===== src/hdl/lsu_wb_defines.svh =====
//##########################################################
// lsu writeback defines
// widths, beat counts and queue depth shared by the
// load/store writeback path
//##########################################################

`ifndef LSU_WB_DEFINES_SVH
`define LSU_WB_DEFINES_SVH

// one memory response beat
`define LSU_BEAT_WIDTH 128

// one vector register, 64 lanes of 32 bits
`define LSU_VGPR_WIDTH 2048

// sgpr write port carries four dwords
`define LSU_SGPR_DATA_WIDTH 128

// beats per vgpr slice, vgpr width over beat width
`define LSU_BEATS_PER_VSLICE 16

// outstanding requests
`define LSU_INFO_DEPTH 4

`define LSU_WFID_WIDTH 6

`endif

===== src/hdl/lsu_req_pkg.sv =====
//##########################################################
// lsu request types
// outstanding memory request info and destination kind
//##########################################################

`include "lsu_wb_defines.svh"

package lsu_req_pkg;

   // upper two bits of the reference lddst address
   // 2'b00 and 2'b01 write nothing
   typedef enum logic [1:0] {
      LSU_DEST_NONE     = 2'b00,
      LSU_DEST_NONE_ALT = 2'b01,
      LSU_DEST_VGPR     = 2'b10,
      LSU_DEST_SGPR     = 2'b11
   } lsu_dest_e;

   typedef struct packed {
      logic [`LSU_WFID_WIDTH-1:0] wfid;
      logic                       ld1_st0;
      lsu_dest_e                  dest_kind;
      logic [9:0]                 dest_addr;
      // loaded dwords, contiguous from bit 0
      logic [3:0]                 reg_wr_en;
      logic [63:0]                exec_mask;
      logic [31:0]                instr_pc;
      logic                       gm_or_lds;
   } lsu_req_info_t;

   // slices per instruction
   // one per loaded dword for a vgpr load, otherwise a single slice
   function automatic logic [2:0] lsu_slice_count(lsu_req_info_t info);
      logic [2:0] n;
      n = 3'd0;
      for (int i = 0; i < 4; i++)
      begin
         n = n + 3'(info.reg_wr_en[i]);
      end
      if (info.ld1_st0 && (info.dest_kind == LSU_DEST_VGPR) && (n != 3'd0))
      begin
         return n;
      end
      return 3'd1;
   endfunction

endpackage


===== src/hdl/lsu_info_fifo.sv =====
//##########################################################
// lsu info queue
// in-order queue of request info waiting for memory data
//##########################################################

`timescale 1ns/1ps
`include "lsu_wb_defines.svh"

module lsu_info_fifo
   import lsu_req_pkg::*;
(
   input  logic          clk,
   input  logic          arst_n,
   input  logic          push,
   input  lsu_req_info_t push_info,
   input  logic          pop,
   output lsu_req_info_t head_info,
   output logic          head_valid,
   output logic          full
);

   localparam int DEPTH = `LSU_INFO_DEPTH;
   localparam int PTR_W = $clog2(DEPTH);
   localparam int CNT_W = $clog2(DEPTH + 1);

   lsu_req_info_t    mem [DEPTH];
   logic [PTR_W-1:0] wr_ptr;
   logic [PTR_W-1:0] rd_ptr;
   logic [CNT_W-1:0] count;
   logic             do_push;
   logic             do_pop;

   // issuer watches full, a push into a full queue is dropped
   assign do_push    = push && !full;
   assign do_pop     = pop && head_valid;
   assign full       = (count == CNT_W'(DEPTH));
   assign head_valid = (count != '0);
   // head visible without popping
   assign head_info  = mem[rd_ptr];

   always_ff @(posedge clk)
   begin
      if (do_push)
         mem[wr_ptr] <= push_info;
   end

   always_ff @(posedge clk or negedge arst_n)
   begin
      if (!arst_n)
      begin
         wr_ptr <= '0;
         rd_ptr <= '0;
         count  <= '0;
      end
      else
      begin
         // pointers wrap at depth
         if (do_push)
            wr_ptr <= (wr_ptr == PTR_W'(DEPTH - 1)) ? '0 : wr_ptr + 1'b1;
         if (do_pop)
            rd_ptr <= (rd_ptr == PTR_W'(DEPTH - 1)) ? '0 : rd_ptr + 1'b1;
         case ({do_push, do_pop})
            2'b10:   count <= count + 1'b1;
            2'b01:   count <= count - 1'b1;
            default: count <= count;
         endcase
      end
   end

endmodule


===== config.mk =====
export PLATFORM = sky130hd
export DESIGN_NAME = lsu_info_fifo
export DESIGN_NICKNAME = d
export VERILOG_FILES = /design/src/hdl/lsu_req_pkg.sv /design/src/hdl/lsu_info_fifo.sv
export VERILOG_INCLUDE_DIRS = /design/src /design/src/hdl
export SDC_FILE = /design/constraint.sdc
export NUM_CORES = 1
export LEC_CHECK = 0
export ABC_AREA = 1
export BUFFER_PORTS_ARGS = -buffer_cell sky130_fd_sc_hd__clkbuf_2
export CORE_AREA = 5 5 191 193
export DETAILED_ROUTE_END_ITERATION = 7
export DIE_AREA = 0 0 196 198
export PLACE_DENSITY = 0.87
export RECOVER_POWER = 50
export SETUP_SLACK_MARGIN = 0.15
export SYNTH_ARGS = -nofsm -noshare
export SYNTH_HDL_FRONTEND = slang
export SYNTH_SLANG_ARGS = --single-unit

===== constraint.sdc =====
create_clock -name clk -period 9.3 [get_ports clk]
set_clock_uncertainty 0.2 [all_clocks]
set_input_delay 2.325 -clock clk [delete_from_list [all_inputs] [get_ports clk]]
set_output_delay 2.325 -clock clk [all_outputs]
set_load 0.005 [all_outputs]

==> results of run 1 <==
sequential cells by signal (all words and copies together) (netlist names):
name and count:
wr_ptr 2, mem 480, count 3, rd_ptr 2
power by group:
group / total [mW] / switching, mW / internal (mW)
Combinational: 2.03 / 1.33 / 0.702
Clock: 1.83 / 0.742 / 1.09
Sequential: 3.08 / 0.187 / 2.90
metal layers:
layer | GRT usage (%) | part of all wire (%) | wire (um)
met5 | 0 | 0.072 | 27
met4 | 5.69 | 2.3 | 846
met3 | 4.17 | 8.1 | 3040
met2 | 33.4 | 51 | 19200
met1 | 24.5 | 38 | 14500
synthesized netlist by cell type:
cell / number / area share, %
edfxtp_1: 480 / 73
nand2_1: 375 / 7.1
inv_1: 254 / 4.8
o211ai_1: 238 / 9.1
buf_6: 43 / 2.5
buf_4: 17 / 0.65
buf_2: 13 / 0.33
dfrtp_1: 7 / 0.89
nand3_1: 7 / 0.18
clkbuf_8: 6 / 0.42
ha_1: 6 / 0.38
nor2_1: 6 / 0.11
clkbuf_1: 2 / 0.038
o211ai_2: 2 / 0.13
fa_1: 1 / 0.10
inv_2: 1 / 0.019
nand4_1: 1 / 0.032
o21ai_0: 1 / 0.025
xnor2_1: 1 / 0.044
logic make-up (layout without fill, tap and decap cells):
logic type	after synthesis	after routing	synth area share, %
flip-flops	487	487	74.0
buffers and inverters	336	595	8.75
XOR/XNOR	1	1	0.0445
AND/OR/NAND/NOR	389	389	7.47
adder cells (fa/ha/maj)	7	7	0.483
AO/OA/AOI/OAI	241	241	9.22
other	0	1	0
cell type report:
cell class | count | area (um2) | area share, %
antenna | 1 | 2.50 | 0.0113
clock buffer | 63 | 1300 | 5.85
clock inverter | 19 | 199 | 0.896
inverter | 255 | 960 | 4.32
multi-input combinational | 638 | 3400 | 15.3
sequential | 487 | 14600 | 65.8
tap | 455 | 569 | 2.56
timing repair buffer | 258 | 1170 | 5.29
worst paths after layout:
check,end,slack [ps],cells after the start
min reg2reg,count[0]$_DFFE_PN0P_,280,1
max reg2reg,mem[0][24]$_DFFE_PP_,5200,5
min,count[0]$_DFFE_PN0P_,280,1
min in group asynchronous,rd_ptr[1]$_DFFE_PN0P_,1470,1
max in group asynchronous,rd_ptr[0]$_DFFE_PN0P_,7100,1
max,head_info[21],3470,5
==> flow_metrics.env, run 1 <==
export IMPL_status="complete, but fails checks"
export IMPL_violations="max-capacitance violations, max-slew violations"
export IMPL_yosysUniqueCellTypes=19
export IMPL_final_area_um2=22200
export IMPL_layout_cells_most_common="edfxtp_1"
export IMPL_fmax_mhz=172
export IMPL_wl_per_cell_um=17.3
export IMPL_crit_type="register to primary output"
export IMPL_htree_levels=2
export IMPL_power_leakage_nw=8.54
export IMPL_numCtsBuffers=47
export IMPL_finalMaxSlewViolations=106
export IMPL_drc=0
export IMPL_worst_ep_arrival_time_ps=3310
export IMPL_synth_fp_nets=1592
export IMPL_crit_chain="buf_4, nand2_1, o211ai_1, nand2_1, clkbuf_2"
export IMPL_total_power_mw=6.94
export IMPL_dpl_cell_area_um2=20900
export IMPL_viasPerCell=5.28
export IMPL_cp_common_cell="nand2_1"
export IMPL_drt_total_wl_mm=37.6
export IMPL_hold_viol_final=0
export IMPL_vias=11487
export IMPL_postCtsHoldBufs=0
export IMPL_final_period_utilization_pct=62.7
export IMPL_antenna_found_initial=3
export IMPL_final_util_pct=64.6
export IMPL_grt_pass1_wl_mm=59.3
export IMPL_grt_use_total_pct=19.2
export IMPL_synth_area_um2=19700
export IMPL_clock_latency_ps=550
export IMPL_place_hpwl_mm=22.2
export IMPL_crit_path_start="rd_ptr[0]$_DFFE_PN0P_"
export IMPL_ant_nets=0
export IMPL_grt_max_degree=249
export IMPL_dp_cells=2093
export IMPL_synth_seq_cells=487
export IMPL_peakVddDrop_mv=0.267
export IMPL_initial_utilization_pct=57.3
export IMPL_drtPass1Iterations=5
export IMPL_maxCapViolCount=2
export IMPL_drive_gt1_share_pct=11.7
export IMPL_cts_resized_gates=0
export IMPL_fin_hold_ws_ps=277
export IMPL_grt_ovfl_total=0
export IMPL_io_pins=246
export IMPL_crit_required_ps=6780
export IMPL_critical_path_slowest_cell="dfrtp_4"
export IMPL_setup_worst_path_end_class="primary output"
export IMPL_postCtsSetupRepairBufs=0
export IMPL_cts_sink_count=487
export IMPL_port_buffers=245
export IMPL_grt_pass1_vias=11488
export IMPL_clock_path_buffers=3
export IMPL_relSlewSlack_pct=-127
export IMPL_worst_pin_slew_ps=3400
export IMPL_die_area_um2=38800
export IMPL_final_cell_mix="edfxtp_1 (480), nand2_1 (375), inv_1 (254)"
export IMPL_drt_iter0_drc=881
export IMPL_root_buffer="clkbuf_16"
export IMPL_path_buf_inv=2
export IMPL_cts_tree="yes"
export IMPL_rsz0062_at_grt="no"
export IMPL_nets=1818
export IMPL_die_height_um=198
export IMPL_fin_tns_setup_ps=0
export IMPL_syn_area_per_cell_um2=13.5
export IMPL_synth_warnings=0
export IMPL_die_w_um=196
export IMPL_yosysSeqAreaShare_pct=74.0
export IMPL_hold_start="count[0]$_DFFE_PN0P_"
export IMPL_netlist_instances=1461
export IMPL_finalWorstSetupSlack_ps=3470
export IMPL_syn_to_final_growth_pct=12.7
export IMPL_clk_pin_slew_ps=60
export IMPL_finalSetupViolations=0
export IMPL_dp_slack_ps=4090
export IMPL_fill_cells=2401
export IMPL_crit_path_max_incr_delay_ps=1190
export IMPL_p_per_area_nw_per_um2=313
export IMPL_core_area_um2=34400
export IMPL_rows=68
export IMPL_cp_max_fo=121
export IMPL_hp_class="register to register"
export IMPL_final_cells=2176
export IMPL_crit_family="flip-flops"
export IMPL_period_needed_ps=5830
export IMPL_start_kind="register"
export IMPL_gp_congestion=0.750
export IMPL_reg2reg_from="count[0]$_DFFE_PN0P_"
No activity file was read; power rests on OpenSTA's default activity.
==> inputs of run 2 (changes only) <==
==> constraint.sdc (replaced) <==
create_clock -name clk -period 5.8 [get_ports clk]
set_clock_uncertainty 0.2 [all_clocks]
set_input_delay 1.45 -clock clk [delete_from_list [all_inputs] [get_ports clk]]
set_output_delay 1.45 -clock clk [all_outputs]
set_load 0.005 [all_outputs]
==> run 2 against run 1 <==
Effect of this change:
- the flow still finishes with violations (max-capacitance violations, max-slew violations)
- critical path depth fell by 1
- sequential cell count stayed put
- clock-buffer cell count decreased by 4
- worst setup slack worse by 2100 ps
- total power is 64% higher
- combinational power increased by 67%
- wire length grew 5.7%
==> flow_metrics.env, run 2 (synthesis gave the netlist of run 1 again) <==
export IMPL_violations="max-capacitance violations, max-slew violations"
export IMPL_nets=1829
export IMPL_power_leakage_nw=8.65
export IMPL_maxCapViolCount=2
export IMPL_drtPass1Iterations=5
export IMPL_root_buffer="clkbuf_16"
export IMPL_largest_reg_flops=480
export IMPL_intPower_mw=7.65
export IMPL_p_per_area_nw_per_um2=508
export IMPL_clock_latency_ps=560
export IMPL_port_buffers=245
export IMPL_cp_max_fo=47
export IMPL_p_switching_mw=3.73
export IMPL_rows=68
export IMPL_hold_viol_final=0
export IMPL_p_clk_share_pct=26.5
export IMPL_start_kind="input pin"
export IMPL_clock_path_buffers=3
export IMPL_worst_ep_arrival_time_ps=4360
export IMPL_final_cell_mix="edfxtp_1 (480), nand2_1 (375), inv_1 (254)"
export IMPL_fin_hold_ws_ps=294
export IMPL_drive_gt1_share_pct=12.6
export IMPL_place_hpwl_mm=24.2
export IMPL_fill_cells=2405
export IMPL_htree_levels=2
export IMPL_finalSetupViolations=0
export IMPL_die_area_um2=38800
export IMPL_vias=11829
export IMPL_sw_frac_of_total_pct=32.8
export IMPL_gp_congestion=0.762
export IMPL_drt_iter0_drc=724
export IMPL_io_pins=246
export IMPL_die_w_um=196
export IMPL_cts_tree="yes"
export IMPL_peakVddDrop_mv=0.422
export IMPL_cts_resized_gates=0
export IMPL_grt_pass1_vias=12040
export IMPL_rsz0062_at_grt="no"
export IMPL_ant_nets=0
export IMPL_viasPerCell=5.40
export IMPL_period_needed_ps=4460
export IMPL_crit_type="input pin to register"
export IMPL_initial_utilization_pct=57.3
export IMPL_crit_path_max_incr_delay_ps=2160
export IMPL_top_regs="mem: 480 flops, count: 3 flops"
export IMPL_path_buf_inv=2
export IMPL_seqCellArea_um2=14600
export IMPL_grt_pass1_wl_mm=62.3
export IMPL_final_period_utilization_pct=76.9
export IMPL_dp_cells=2105
export IMPL_crit_required_ps=5700
export IMPL_postCtsHoldBufs=0
export IMPL_crit_family="buffers and inverters"
export IMPL_grt_use_total_pct=20.3
export IMPL_cts_sink_count=487
export IMPL_numCtsBuffers=46
export IMPL_clk_pin_slew_ps=60
export IMPL_relSlewSlack_pct=-101
export IMPL_drc=0
export IMPL_cp_common_cell="clkbuf_1"
export IMPL_postCtsSetupRepairBufs=0
export IMPL_core_area_um2=34400
export IMPL_antenna_found_initial=2
export IMPL_regMostFlops="mem"
export IMPL_crit_chain="clkbuf_1, nand2_1, nor2_1, clkbuf_1"
export IMPL_critical_path_slowest_cell="clkbuf_1"
export IMPL_status="complete, but fails checks"
export IMPL_comb_power_share_pct=29.9
export IMPL_grt_max_degree=99
export IMPL_fmax_mhz=224
export IMPL_setup_worst_path_end_class="register"
export IMPL_worst_pin_slew_ps=3020
export IMPL_grt_ovfl_total=0
export IMPL_die_height_um=198
export IMPL_layout_cells_most_common="edfxtp_1"
export IMPL_final_cells=2191
export IMPL_multi_input_area_um2=3410
export IMPL_syn_to_final_growth_pct=13.7
export IMPL_drt_total_wl_mm=39.7
export IMPL_hp_class="register to register"
export IMPL_finalMaxSlewViolations=124
export IMPL_wl_per_cell_um=18.1
export IMPL_seqPwrFrac_pct=43.6
run 2: layout make-up:
type                            count  area share [%]
Sequential cell                   487            65.1
Multi-Input combinational cell    638            15.2
Timing Repair Buffer              270            5.94
Clock buffer                       59            5.64
Inverter                          255            4.28
Tap cell                          455            2.54
Clock inverter                     25            1.21
Antenna cell                        2          0.0223
run 2: metrics by stage:
stage	total power [mW]	setup WS, ps	setup TNS, ps	area [um2]	util (%)
after floorplan	7.40	-1590	-762600	19700	-
after global placement	8.31	1990	0	21100	61.3
after detailed placement	8.48	1990	0	21100	61.3
after CTS	11.5	1350	0	22600	65.7
after global routing	12.0	1090	0	22400	65.2
final	11.4	1340	0	22400	65.2
run 2: final timing paths:
check	depth (start not counted)	endpoint	startpoint	slack, ps
worst max-delay path	4	mem[3][24]$_DFFE_PP_	push	1340
worst min-delay path	1	count[0]$_DFFE_PN0P_	count[0]$_DFFE_PN0P_	290
worst max register to register	5	mem[3][24]$_DFFE_PP_	count[0]$_DFFE_PN0P_	1730
worst min register to register	1	count[0]$_DFFE_PN0P_	count[0]$_DFFE_PN0P_	290
max in group asynchronous	1	rd_ptr[1]$_DFFE_PN0P_	arst_n	4490
min in group asynchronous	1	rd_ptr[0]$_DFFE_PN0P_	arst_n	580
run 2: per-layer routing:
layer / share of wire (%) / global-route usage [%] / vias up / wire [um]
met3: 9.0 / 5.04 / 70 / 3560
met1: 38 / 25.0 / 5739 / 15000
met4: 2.1 / 6.96 / 2 / 846
met5: 0.018 / 0 / - / 7
li1: - / - / 5559 / -
met2: 51 / 35.4 / 459 / 20300
run 2: power by group through the flow:
stage | sequential [mW] | clock, mW | combinational, mW
6_report | 4.96 | 3.02 | 3.40
5_1_grt | 5.02 | 3.22 | 3.79
4_1_cts | 4.95 | 3.07 | 3.49
3_5_place_dp | 5.02 | 0 | 3.46
3_3_place_gp | 4.98 | 0 | 3.34
2_1_floorplan | 4.93 | 0 | 2.47
==> inputs of run 3 (changes only) <==
==> constraint.sdc (replaced) <==
create_clock -name clk -period 4.4 [get_ports clk]
set_clock_uncertainty 0.2 [all_clocks]
set_input_delay 1.1 -clock clk [delete_from_list [all_inputs] [get_ports clk]]
set_output_delay 1.1 -clock clk [all_outputs]
set_load 0.005 [all_outputs]
==> run 3 against run 2 <==
Effect of this change:
- the flow still finishes with violations (max-capacitance violations, max-slew violations)
- sequential share of layout area about the same
- cell count shrank 0.37%
- sequential power up 28%
- global-route usage grew 0.18 points
- total power grew 32%
- cell area about the same
- critical path type is now register to primary output
==> flow_metrics.env, run 3 (synthesis gave the netlist of run 1 again) <==
export IMPL_cp_common_cell="nand2_1"
export IMPL_cp_max_fo=156
export IMPL_grt_max_degree=157
export IMPL_drt_met1_wl_mm=15.3
export IMPL_drt_total_wl_mm=39.8
export IMPL_regMostFlops="mem"
export IMPL_r2r_end="mem[2][115]$_DFFE_PP_"
export IMPL_drt_iter0_drc=788
export IMPL_worst_pin_slew_ps=1920
export IMPL_postCtsHoldBufs=0
export IMPL_drtPass1Iterations=5
export IMPL_reg2reg_slack_ps=1240
export IMPL_status="complete, but fails checks"
export IMPL_top_layer="met5"
export IMPL_viasPerCell=5.33
export IMPL_io_pins=246
export IMPL_hp_class="input pin to asynchronous set/reset pin"
export IMPL_reg2reg_from="count[0]$_DFFE_PN0P_"
export IMPL_crit_required_ps=3100
export IMPL_final_period_utilization_pct=85.0
export IMPL_port_buffers=245
export IMPL_core_area_um2=34400
export IMPL_layout_cells_most_common="edfxtp_1"
export IMPL_crit_type="register to primary output"
export IMPL_fmax_mhz=267
export IMPL_ant_nets=0
export IMPL_maxCapViolCount=3
export IMPL_grt_pass1_vias=11782
export IMPL_numCtsBuffers=47
export IMPL_relSlewSlack_pct=-28.0
export IMPL_clock_latency_ps=560
export IMPL_rsz0062_at_grt="no"
export IMPL_root_buffer="clkbuf_16"
export IMPL_fin_hold_ws_ps=246
export IMPL_gp_congestion=0.766
export IMPL_finalMaxSlewViolations=73
export IMPL_final_cell_mix="edfxtp_1 (480), nand2_1 (375), inv_1 (254)"
export IMPL_cts_resized_gates=0
export IMPL_crit_path_max_incr_delay_ps=740
export IMPL_endpoint="head_info[34]"
export IMPL_hold_viol_final=0
export IMPL_die_w_um=196
export IMPL_worst_ep_arrival_time_ps=2440
export IMPL_largest_reg_flops=480
export IMPL_wl_per_cell_um=18.2
export IMPL_violations="max-capacitance violations, max-slew violations"
export IMPL_start_kind="register"
export IMPL_power_leakage_nw=8.63
export IMPL_critical_path_slowest_cell="dfrtp_4"
export IMPL_syn_to_final_growth_pct=13.7
export IMPL_nets=1823
export IMPL_peakVddDrop_mv=0.506
export IMPL_finalSetupViolations=0
export IMPL_drc=0
export IMPL_top_regs="mem: 480 flops, count: 3 flops"
export IMPL_grt_use_total_pct=20.5
export IMPL_cts_tree="yes"
export IMPL_period_needed_ps=3740
export IMPL_cts_sink_count=487
export IMPL_htree_levels=2
export IMPL_crit_path_start="rd_ptr[0]$_DFFE_PN0P_"
export IMPL_met3_length_mm=3.56
export IMPL_p_per_area_nw_per_um2=669
export IMPL_drive_gt1_share_pct=12.2
export IMPL_wl_met2_mm=20.0
export IMPL_initial_utilization_pct=57.3
export IMPL_clock_path_buffers=3
export IMPL_crit_chain="buf_12, nand2_1, o211ai_1, nand2_1, clkbuf_2"
export IMPL_fin_tns_setup_ps=0
export IMPL_die_area_um2=38800
export IMPL_vias=11630
export IMPL_clk_pin_slew_ps=60
export IMPL_grt_pass1_wl_mm=62.5
export IMPL_worstRegToRegCells=5
export IMPL_setup_worst_path_end_class="primary output"
export IMPL_die_height_um=198
export IMPL_place_hpwl_mm=22.7
export IMPL_antenna_found_initial=4
export IMPL_rows=68
export IMPL_postCtsSetupRepairBufs=0
export IMPL_grt_ovfl_total=0
[run 3: worst max-delay path: cells and delay by family, from the launching register on]
| kind | cells | cell delay [ps] |
|---|---|---|
| flip-flops | 1 | 740 |
| buffers and inverters | 2 | 590 |
| AND/OR/NAND/NOR | 2 | 260 |
| AO/OA/AOI/OAI | 1 | 140 |
[run 3: stage by stage]
stage                     instance area [um2]  setup WS [ps]  util [%]  cells  total power [mW]
after floorplan                         19700           -658         -   1461              9.67
after global routing                    22400            521      65.1   2182              15.9
after CTS                               22600            650      65.7   2182              15.2
final                                   22400            659      65.2   2183              15.0
after global placement                  21000           1390      61.2   2098              10.9
after detailed placement                21000           1330      61.2   2098              11.1
[run 3: worst min-delay path by stage]
stage,cells after the start,startpoint,end,slack (ps)
floorplan,1,count[0]$_DFFE_PN0P_,count[0]$_DFFE_PN0P_,250
global placement,1,count[0]$_DFFE_PN0P_,count[0]$_DFFE_PN0P_,260
detailed placement,1,count[0]$_DFFE_PN0P_,count[0]$_DFFE_PN0P_,280
CTS,1,arst_n,count[0]$_DFFE_PN0P_,130
global route,1,arst_n,rd_ptr[1]$_DFFE_PN0P_,250
finish,1,arst_n,rd_ptr[0]$_DFFE_PN0P_,250
[run 3: area by class of cell]
class                           instances  area (um2)
Antenna cell                            1        2.50
Clock inverter                         23         303
Fill cell                            2362       12000
Timing Repair Buffer                  263        1330
Multi-Input combinational cell        638        3400
Sequential cell                       487       14600
Tap cell                              455         569
Inverter                              255         960
Clock buffer                           61        1240
[run 3: report_power, final]
part | internal (mW) | switching, mW | total, mW
Clock | 2.40 | 1.63 | 4.02
Sequential | 6.09 | 0.266 | 6.36
Combinational | 1.58 | 3.03 | 4.61
Total | 10.1 | 4.92 | 15.0
[run 3: routing by layer]
| layer | up-vias | GRT usage, % |
|---|---|---|
| met2 | 463 | 35.7 |
| met3 | 68 | 5.00 |
| met5 | - | 0 |
| li1 | 5547 | - |
| met1 | 5544 | 25.6 |
| met4 | 8 | 6.57 |
